===== src/divrem4_defines.svh =====
`ifndef DIVREM4_DEFINES_SVH
`define DIVREM4_DEFINES_SVH

// --------------------
// Divider sizing
// --------------------

// Operand width of both dividend and divisor
`define DIVREM4_NBITS 32

// Two quotient bits are resolved per iteration
`define DIVREM4_ITERS (`DIVREM4_NBITS / 2)

// State counter width
// Must hold ITERS+1 (idle and done share the low codes)
`define DIVREM4_STATE_BITS 5

`endif


===== src/divrem4_pkg.sv =====
`default_nettype none

package divrem4_pkg;

  `include "divrem4_defines.svh"

  // --------------------
  // Handshake payloads
  // --------------------

  // Request word with divisor in the upper half
  typedef struct packed {
    logic [`DIVREM4_NBITS-1:0] divisor;
    logic [`DIVREM4_NBITS-1:0] dividend;
  } div_req_t;

  // Response word with quotient in the upper half
  typedef struct packed {
    logic [`DIVREM4_NBITS-1:0] quotient;
    logic [`DIVREM4_NBITS-1:0] remainder;
  } div_resp_t;

  // --------------------
  // Controller to datapath
  // --------------------

  // Exactly one field is set in any state
  typedef struct packed {
    // Capture operands from the request word
    logic load;
    // Apply one radix-4 step
    logic iterate;
    // Freeze every register while the response waits
    logic hold;
  } dpath_ctrl_t;

endpackage

`default_nettype wire


===== src/divrem4_step.sv =====
`timescale 1ns/100ps
`default_nettype none

`include "divrem4_defines.svh"

module divrem4_step (
  input  wire logic [2*`DIVREM4_NBITS-1:0] remainder,
  input  wire logic [2*`DIVREM4_NBITS-1:0] divisor,
  output logic      [2*`DIVREM4_NBITS-1:0] remainder_next,
  output logic      [2*`DIVREM4_NBITS-1:0] divisor_next,
  output logic      [1:0]                  digit
);

  // Divisor pre-shifted for the lower quotient bit
  logic [2*`DIVREM4_NBITS-1:0] divisor_half;

  // First trial against the full divisor
  logic [2*`DIVREM4_NBITS-1:0] diff_hi;
  logic                        nonneg_hi;

  // Remainder left over after the first trial
  logic [2*`DIVREM4_NBITS-1:0] partial;

  // Second trial against half the divisor
  logic [2*`DIVREM4_NBITS-1:0] diff_lo;
  logic                        nonneg_lo;

  // --------------------
  // Upper quotient bit
  // --------------------

  assign diff_hi   = remainder - divisor;

  // Top bit of the difference is its sign
  assign nonneg_hi = ~diff_hi[2*`DIVREM4_NBITS-1];

  // Keep the difference only if the subtraction fit
  assign partial   = nonneg_hi ? diff_hi : remainder;

  // --------------------
  // Lower quotient bit
  // --------------------

  assign divisor_half = divisor >> 1;

  assign diff_lo   = partial - divisor_half;
  assign nonneg_lo = ~diff_lo[2*`DIVREM4_NBITS-1];

  // --------------------
  // Step results
  // --------------------

  // Fall back to the partial remainder when the second trial underflows
  assign remainder_next = nonneg_lo ? diff_lo : partial;

  // A successful trial contributes a one to the quotient
  assign digit = {nonneg_hi, nonneg_lo};

  // Two bits consumed so the divisor moves down by two
  assign divisor_next = divisor >> 2;

endmodule

`default_nettype wire


===== src/divrem4_dpath.sv =====
`timescale 1ns/100ps
`default_nettype none

`include "divrem4_defines.svh"

module divrem4_dpath (
  input  wire logic                    clk,
  input  wire divrem4_pkg::div_req_t   req_msg,
  input  wire divrem4_pkg::dpath_ctrl_t ctrl,
  output divrem4_pkg::div_resp_t       resp_msg
);

  // --------------------
  // Registers
  // --------------------

  // Remainder is double width so the trial differences keep a sign bit
  logic [2*`DIVREM4_NBITS-1:0] remainder_q;
  logic [2*`DIVREM4_NBITS-1:0] divisor_q;
  logic [`DIVREM4_NBITS-1:0]   quotient_q;

  // Next values chosen by the control word
  logic [2*`DIVREM4_NBITS-1:0] remainder_d;
  logic [2*`DIVREM4_NBITS-1:0] divisor_d;
  logic [`DIVREM4_NBITS-1:0]   quotient_d;

  // Operands as they enter the register file
  logic [2*`DIVREM4_NBITS-1:0] remainder_init;
  logic [2*`DIVREM4_NBITS-1:0] divisor_init;

  // Outputs of one radix-4 step
  logic [2*`DIVREM4_NBITS-1:0] remainder_step;
  logic [2*`DIVREM4_NBITS-1:0] divisor_step;
  logic [1:0]                  digit;

  // Quotient with the new digit appended
  logic [`DIVREM4_NBITS-1:0]   quotient_step;

  // --------------------
  // Iteration
  // --------------------

  divrem4_step u_step (
    .remainder      (remainder_q),
    .divisor        (divisor_q),
    .remainder_next (remainder_step),
    .divisor_next   (divisor_step),
    .digit          (digit)
  );

  assign quotient_step = (quotient_q << 2) + {{(`DIVREM4_NBITS-2){1'b0}}, digit};

  // --------------------
  // Operand load
  // --------------------

  // Dividend zero-extended into the double-width remainder
  assign remainder_init = {{`DIVREM4_NBITS{1'b0}}, req_msg.dividend};

  // Divisor sits just below the top bit so the first trial
  // weighs the top quotient bit
  assign divisor_init = {1'b0, req_msg.divisor, {(`DIVREM4_NBITS-1){1'b0}}};

  // --------------------
  // Next state select
  // --------------------

  always_comb begin
    remainder_d = remainder_q;
    divisor_d   = divisor_q;
    quotient_d  = quotient_q;
    if (ctrl.load) begin
      remainder_d = remainder_init;
      divisor_d   = divisor_init;
      quotient_d  = '0;
    end else if (ctrl.iterate) begin
      remainder_d = remainder_step;
      divisor_d   = divisor_step;
      quotient_d  = quotient_step;
    end
  end

  // Held registers keep the response word stable under back-pressure
  always_ff @(posedge clk) begin
    if (!ctrl.hold) begin
      remainder_q <= remainder_d;
      divisor_q   <= divisor_d;
      quotient_q  <= quotient_d;
    end
  end

  // --------------------
  // Response
  // --------------------

  // Final remainder always fits in the low half
  always_comb begin
    resp_msg.quotient  = quotient_q;
    resp_msg.remainder = remainder_q[`DIVREM4_NBITS-1:0];
  end

endmodule

`default_nettype wire


===== src/divrem4_ctrl.sv =====
`timescale 1ns/100ps
`default_nettype none

`include "divrem4_defines.svh"

module divrem4_ctrl (
  input  wire logic             clk,
  input  wire logic             rst,
  input  wire logic             req_val,
  input  wire logic             resp_rdy,
  output logic                  req_rdy,
  output logic                  resp_val,
  output divrem4_pkg::dpath_ctrl_t ctrl
);

  // --------------------
  // State encoding
  // --------------------

  // Idle and done take the two lowest codes
  localparam logic [`DIVREM4_STATE_BITS-1:0] state_idle = `DIVREM4_STATE_BITS'(0);
  localparam logic [`DIVREM4_STATE_BITS-1:0] state_done = `DIVREM4_STATE_BITS'(1);

  // Calculation counts down from here and lands on done
  localparam logic [`DIVREM4_STATE_BITS-1:0] state_calc =
    `DIVREM4_STATE_BITS'(`DIVREM4_ITERS + 1);

  logic [`DIVREM4_STATE_BITS-1:0] state;
  logic [`DIVREM4_STATE_BITS-1:0] state_next;

  logic is_idle;
  logic is_done;
  logic req_go;
  logic resp_go;

  assign is_idle = (state == state_idle);
  assign is_done = (state == state_done);

  // Handshake completions
  assign req_go  = req_val && req_rdy;
  assign resp_go = resp_val && resp_rdy;

  // --------------------
  // State counter
  // --------------------

  always_comb begin
    state_next = state;
    if (is_idle) begin
      if (req_go) begin
        state_next = state_calc;
      end
    end else if (is_done) begin
      if (resp_go) begin
        state_next = state_idle;
      end
    end else begin
      // One radix-4 step per cycle
      state_next = state - 1'b1;
    end
  end

  always_ff @(posedge clk) begin
    if (rst) begin
      state <= state_idle;
    end else begin
      state <= state_next;
    end
  end

  // --------------------
  // Output decode
  // --------------------

  assign req_rdy  = is_idle;
  assign resp_val = is_done;

  // Idle keeps reloading so the accepting edge captures the request
  always_comb begin
    ctrl.load    = is_idle;
    ctrl.iterate = !is_idle && !is_done;
    ctrl.hold    = is_done;
  end

endmodule

`default_nettype wire


===== src/divrem4.sv =====
`timescale 1ns/100ps
`default_nettype none

module divrem4 (
  input  wire logic                  clk,
  input  wire logic                  rst,

  // Request side
  input  wire logic                  req_val,
  input  wire divrem4_pkg::div_req_t req_msg,
  output logic                       req_rdy,

  // Response side
  output logic                       resp_val,
  output divrem4_pkg::div_resp_t     resp_msg,
  input  wire logic                  resp_rdy
);

  import divrem4_pkg::*;

  // Register controls decoded from the state counter
  dpath_ctrl_t ctrl;

  // --------------------
  // Controller
  // --------------------

  divrem4_ctrl u_ctrl (
    .clk      (clk),
    .rst      (rst),
    .req_val  (req_val),
    .resp_rdy (resp_rdy),
    .req_rdy  (req_rdy),
    .resp_val (resp_val),
    .ctrl     (ctrl)
  );

  // --------------------
  // Datapath
  // --------------------

  divrem4_dpath u_dpath (
    .clk      (clk),
    .req_msg  (req_msg),
    .ctrl     (ctrl),
    .resp_msg (resp_msg)
  );

endmodule

`default_nettype wire


===== config.mk =====
export PLATFORM = sky130hd
export DESIGN_NAME = divrem4
export DESIGN_NICKNAME = d
export VERILOG_FILES = /design/src/divrem4_pkg.sv /design/src/divrem4_step.sv /design/src/divrem4_dpath.sv /design/src/divrem4_ctrl.sv /design/src/divrem4.sv
export VERILOG_INCLUDE_DIRS = /design/src /design/src/src
export SDC_FILE = /design/constraint.sdc
export NUM_CORES = 1
export LEC_CHECK = 0
export BUFFER_PORTS_ARGS = -buffer_cell sky130_fd_sc_hd__buf_2
export CAP_MARGIN = 20
export CORE_MARGIN = 2
export CORE_UTILIZATION = 45
export DETAILED_ROUTE_END_ITERATION = 10
export PLACE_DENSITY = 0.67
export RECOVER_POWER = 25
export SETUP_SLACK_MARGIN = 0.1
export SYNTH_ARGS = -nofsm -noshare
export SYNTH_HDL_FRONTEND = slang
export SYNTH_SLANG_ARGS = --single-unit

===== constraint.sdc =====
create_clock -name clk -period 9.03 [get_ports clk]
set_clock_uncertainty 0.15 [all_clocks]
set_input_delay 0.4515 -clock clk [delete_from_list [all_inputs] [get_ports clk]]
set_output_delay 0.4515 -clock clk [all_outputs]
set_load 0.02 [all_outputs]

---- Word-level counts from Yosys, hierarchy flattened ----
Cells that the tools add are included.
word-level totals
  register bits ........................... 164
  latch bits .............................. 0
  bits in writable memories ............... 0
  memory bits (read-only) ................. 0
  output and inout port bits .............. 66
  word-level logic and storage cells ...... 36
  memories ................................ 0
operators by class
  $add $sub $neg .......................... 4
  multipliers ............................. 0
  div/mod/pow operators ................... 0
  order comparisons ....................... 0
  eq/ne operators ......................... 3
  shift-type cells ........................ 0
  multiplexer cells ....................... 11
  bitwise logic cells ..................... 3
  reduce and logical (&&, ||, !) cells .... 9
operators by type and width
  kind                                                 count
  2-to-1 mux 64 bit                                    3
  2-to-1 mux 63 bit                                    2
  2-to-1 mux 32 bit                                    2
  subtractor 64 x 62 -> 64 bit                         1
  subtractor 64 x 63 -> 64 bit                         1
  adder 32 x 2 -> 32 bit                               1
  2-to-1 mux 5 bit                                     4
  equality test 5 x 1 -> 1 bit, second input constant  1
  zero test 5 bit                                      1
  subtractor 5 x 1 -> 5 bit, second input constant     1
  AND reduction 2 bit                                  2
  logical AND 1 bit                                    3
  != test 3 bit, second input constant                 1
  inverter 1 bit                                       3
  zero test 1 bit                                      2
  != test 2 bit, second input constant                 1
  nonzero test 2 bit                                   1

---- Longest topological paths before layout ----
  word-level depth ........................ 6
  depth in mapped cells ................... 34
  mapped depth without buffers ............ 29

---- Modules after synthesis ----
A second synthesis with hierarchy kept.
second synthesis, totals
  cells, all modules ...................... 1883
  area, all modules ....................... 16814.9 um^2
by module, submodules not included
  module         instances  cells each  area an instance (um^2)
  divrem4_step   1          1475        9953.3
  divrem4_dpath  1          371         6525.0
  divrem4_ctrl   1          37          336.6

---- Worst setup path after synthesis ----
Ideal clock, no wire load.
  kind .................................... reg-to-reg
  start point ............................. register u_dpath.remainder_q[20]
  end point ............................... register u_dpath.remainder_q[10] (data pin)
  arrival ................................. 7.106 ns
  data required time ...................... 8.728 ns
  path slack .............................. 1.622 ns
  stages on the path, launching flop included .. 33
  path buffers ............................ 6
  clock period less this slack ............ 7.408 ns
  path through ............................ edfxtp_1 ha_1 clkbuf_2 nand2_1 o21a_1 a211o_1 or3b_2 a2111oi_0 nor3_1 nor2_1 a211o_1 a21o_1 a21o_1 ha_1 clkbuf_1 clkbuf_1 clkbuf_1 nor2_1 o22ai_1 ha_1 and3_1 and2_4 a211o_1 and3_1 or4_4 a21oi_4 o21ai_2 a211oi_4 xnor2_1 buf_2 clkbuf_1 nand2_1 a31oi_1
on the way
  word-level cells in the longest chain between the ends .. 6
RTL lines
  what                          RTL line             text
  from (decl)                   divrem4_dpath.sv:18  logic [2*`DIVREM4_NBITS-1:0] remainder_q;
  from (signal assigned)        divrem4_dpath.sv:86  remainder_q <= remainder_d;
  subtractor 64 x 63 -> 64 bit  divrem4_step.sv:32   assign diff_hi = remainder - divisor;
  2-to-1 mux 64 bit *           divrem4_step.sv:38   assign partial = nonneg_hi ? diff_hi : remainder;
  subtractor 64 x 62 -> 64 bit  divrem4_step.sv:46   assign diff_lo = partial - divisor_half;
  2-to-1 mux 64 bit *           divrem4_step.sv:54   assign remainder_next = nonneg_lo ? diff_lo : partial;
  2-to-1 mux 64 bit *           divrem4_dpath.sv:76  end else if (ctrl.iterate) begin
  2-to-1 mux 32 bit *           divrem4_dpath.sv:72  if (ctrl.load) begin
  via u_dpath.remainder_d[10]   divrem4_dpath.sv:23  logic [2*`DIVREM4_NBITS-1:0] remainder_d;
The timed path passes the listed nets; every way through them passes the cells marked *. The select of a mux whose other input is x is not followed.
A chain may end at the register's enable or synchronous reset.

---- Final worst setup path ----
  start point ............................. register u_dpath.remainder_q[20]
  end point ............................... register u_dpath.remainder_q[62] (data pin)
on the way
  word-level cells in the longest chain between the ends .. 5
RTL lines
  what                          RTL line
  subtractor 64 x 63 -> 64 bit  divrem4_step.sv:32
  2-to-1 mux 64 bit *           divrem4_step.sv:38
  subtractor 64 x 62 -> 64 bit  divrem4_step.sv:46
  2-to-1 mux 64 bit *           divrem4_step.sv:54
  2-to-1 mux 64 bit *           divrem4_dpath.sv:76
Every way passes the cells marked *; elsewhere a longest branch is shown, timed or not. The select of a mux whose other input is x is not followed.

==> run summary <==
Count of flip-flops with a built-in enable after synthesis - 159
Failing checks - max-capacitance violations, max-slew violations
Yosys synthesis warning count - 0
Final Net Count - 2,080
Worst r2r path cells - 28
Number of antenna violations at the first check in global routing - 0
Ant. Diodes - 0
Clock buffer count from CTS - 17
Final hold violation count - 0
CTS clk-pin slew, worst paths - 0.07 ns
Predominant post-synthesis flop cell - edfxtp_1
Worst path required time - 9.09 ns
Global-route usage over all layers - 25.10%
# setup viols final - 0
Storage cell area - 4875 sq um
Outcome - finished with violations
Critical Path Max Stage Delay - 0.67 ns
Detailed router's first-iteration violation count - 1,352
Maximum buffer depth of the clock tree - 2
Count of input and output buffers - 133
Critical path peak fanout - 28
Most area-consuming cells after synthesis - edfxtp_1 31%, ha_1 10%, a21oi_1 5.3%, nand2_1 4.8%, nor2_1 4.2%
Number of levels in the clock H-tree - 4
Flip-flop and latch count after synthesis - 164
Critical path data arrival time - 8.53 ns
Most used cell along the critical path - a21o_1
Overflow after GRT - 0
Share of synthesized area occupied by flip-flops and latches - 31.62%
Unrepaired setup endpoints after global routing - false
Total detailed-routing wirelength - 45,580 um
Normalized max-slew margin - -36.53%
Final design utilization - 49.69%
Final critical delay including setup and external delays - 8.469 ns
Multi-input gate area - 9592 sq um
Area fraction of the dominant cell type after synthesis - 30.97%
Root buffer cell - clkbuf_16
Routed via count - 14.08k
Mean number of vias per cell - 6.011
Average cell area after synthesis - 8.449 sq um
Post-detailed-route count of antenna-violating nets - 0
Cell at the slowest stage of the critical path - a2111oi_0
Proportion of layout cells with a drive suffix above 1 - 10.14%
Die width - 189.1 um
Type of origin of the critical path - register
Clock latency reported for the late side of the worst-skew pair - 0.46 ns
Achievable frequency - 118.1 MHz
First-pass GRT wire length - 71,410 um
Instance count along the most critical hold path - 2
Initial cell density of the core - 45.87%
Hold worst-path end - u_ctrl.state[2]
Residual DRC - 0
Number of instances in the synthesized netlist - 1,825
Worst Hold Launch - rst
Largest delay share family, worst path - compound AO/OA/AOI/OAI gates
Half-perimeter wire length after detailed placement - 34,720 um
Clock Sink Count - 164
Unique masters post-synth - 78
CTS tree - done
Ports - 134
Share of the clock period used by the worst path - 93.79%
Number of pins with negative max-slew slack in the final report - 38
Synthesized net count - 2,024
Hold Path Class - primary input to register
Worst R2R Start - u_dpath.remainder_q[20]
R2R Setup Slk - 0.56 ns
Final sum of negative setup slack - 0 ns
Mapped cell area - 15,420 sq um
Dominant cell type by area after synthesis - edfxtp_1
Reg-to-Reg End - u_dpath.remainder_q[62]
Number of core rows - 67
Average detailed-routed wire length per instance - 19.46 um
Cells resized by post-CTS repair - 0
Vertical extent of the die - 189.1 um
Core region area - 33,620 sq um
Number of violations of the max-capacitance limit - 1
Via count of the first global-routing pass - 13.29k
Maximum number of pins on one net before global-route repair - 127
RePlAce Congestion - 0.9493
Class of the most critical setup path - register to register
Worst-margin pin slew - 2.048 ns
Area growth, synth to finish - 8.326%
Cts-stage hold buffer count - 0
Total of fill cells in the finished design - 3,273
Share of synthesized registers carrying an async set or reset - 0%
Number of detailed-route iterations in the first pass - 5
# Post-CTS Setup Buffers - 0
CP bufs+invs - 2
Die Outline Area - 35,760 sq um
Crit end category - register
-- per-stage QoR --
step	hold slack, ns	instance area, sq um	setup slack (ns)	std cells
6_report	0.06469	16700	0.5610	2342
3_5_place_dp	0.3394	16240	0.6303	2310
2_1_floorplan	0.3078	15420	1.622	1825
3_3_place_gp	0.3327	16240	0.9207	2310
5_1_grt	0.06392	16700	0.1064	2342
4_1_cts	0.04532	16790	0.6170	2342
-- cell usage in the layout (no fill, tap or decap), types with 12 or more instances in the layout --
master | synthesis | final
o21a_1 | 15 | 15
buf_2 | 9 | 69
nand4_1 | 26 | 26
xnor2_1 | 63 | 62
ha_1 | 129 | 128
clkbuf_16 | 0 | 17
and2_1 | 41 | 41
inv_1 | 98 | 98
edfxtp_1 | 159 | 159
a21oi_1 | 163 | 163
a211oi_1 | 41 | 41
nor2_1 | 172 | 172
clkbuf_1 | 61 | 66
a31oi_1 | 37 | 37
xor2_1 | 49 | 48
o21ai_0 | 124 | 124
a21o_1 | 62 | 62
and3_1 | 24 | 24
o21bai_1 | 25 | 25
o31ai_1 | 12 | 12
nand3_1 | 33 | 33
nor3_1 | 24 | 24
mux2_2 | 47 | 47
nand2_1 | 199 | 198
nand2b_1 | 14 | 14
buf_4 | 32 | 13
-- synthesized netlist by cell type, types with 8 or more instances --
master and n:
a31oi_1 37, a21o_1 62, o21bai_1 25, nor2_1 172, o31ai_1 12, nand3_1 33, xor2_1 49, ha_1 129
o21a_1 15, and3_1 24, o22ai_1 9, nor2b_1 9, nand2_1 199, o21ai_0 124, nand4_1 26, buf_2 9
nand2b_1 14, nor3_1 24, a211oi_1 41, a21oi_1 163, o211ai_1 8, mux2_2 47, clkbuf_1 61, buf_4 32
edfxtp_1 159, and2_1 41, inv_1 98, xnor2_1 63
-- area by class of cell --
cell class / instances / area share, %
clock buffers: 18 / 2.569
multi-input cells: 1448 / 57.43
repair buffers: 150 / 4.472
clock inverters: 14 / 0.7266
inverters: 100 / 2.262
well taps: 448 / 3.356
flip-flops and latches: 164 / 29.19
-- worst max-delay path by stage --
| stage | startpoint | end | slack [ns] | cells after the start |
|---|---|---|---|---|
| after floorplan | u_dpath.remainder_q[20] | u_dpath.remainder_q[10] | 1.62 | 32 |
| after global placement | u_dpath.remainder_q[19] | u_dpath.remainder_q[62] | 0.92 | 28 |
| after detailed placement | u_dpath.remainder_q[20] | u_dpath.remainder_q[62] | 0.63 | 28 |
| after CTS | u_dpath.remainder_q[18] | u_dpath.remainder_q[62] | 0.62 | 28 |
| after global routing | u_dpath.remainder_q[18] | u_dpath.remainder_q[38] | 0.11 | 27 |
| final | u_dpath.remainder_q[20] | u_dpath.remainder_q[62] | 0.56 | 28 |
-- sequential cells by signal, summed over array words and instances (netlist names) --
register,count
u_dpath.divisor_q,63
u_dpath.remainder_q,64
u_dpath.quotient_q,32
u_ctrl.state,5
-- layer usage --
| metal | part of all wire, % | vias to the layer above | global-route usage, % |
|---|---|---|---|
| met2 | 45 | 577 | 40.08 |
| met1 | 45 | 6661 | 35.07 |
| li1 | - | 6753 | - |
| met4 | 2.7 | 0 | 7.782 |
| met5 | 0 | - | 0 |
| met3 | 7.2 | 86 | 3.689 |
-- kinds of logic (layout without fill, tap and decap cells) --
group | after synthesis | in the layout | synth area share (%)
AO/OA/AOI/OAI | 573 | 573 | 23.81
XOR/XNOR | 112 | 112 | 6.362
adder cells (fa/ha/maj) | 131 | 131 | 10.73
buffers and inverters | 213 | 282 | 6.338
flip-flops | 164 | 164 | 31.62
multiplexers | 54 | 54 | 3.887
AND/OR/NAND/NOR | 578 | 578 | 17.26
-- worst reg2reg max path, delay by kind of cell (launching register included) --
family	cells	cell delay, ns
and+or+nand+nor	6	1.50
muxes	1	0.11
AOI/OAI and AO/OA	15	4.32
buffers and inverters	2	0.34
adders and majority gates	4	1.39
DFF	1	0.43
Power is left out: the tool's default activity adds up to more than one toggle a clock period on the data nets, which glitch-free logic cannot reach.
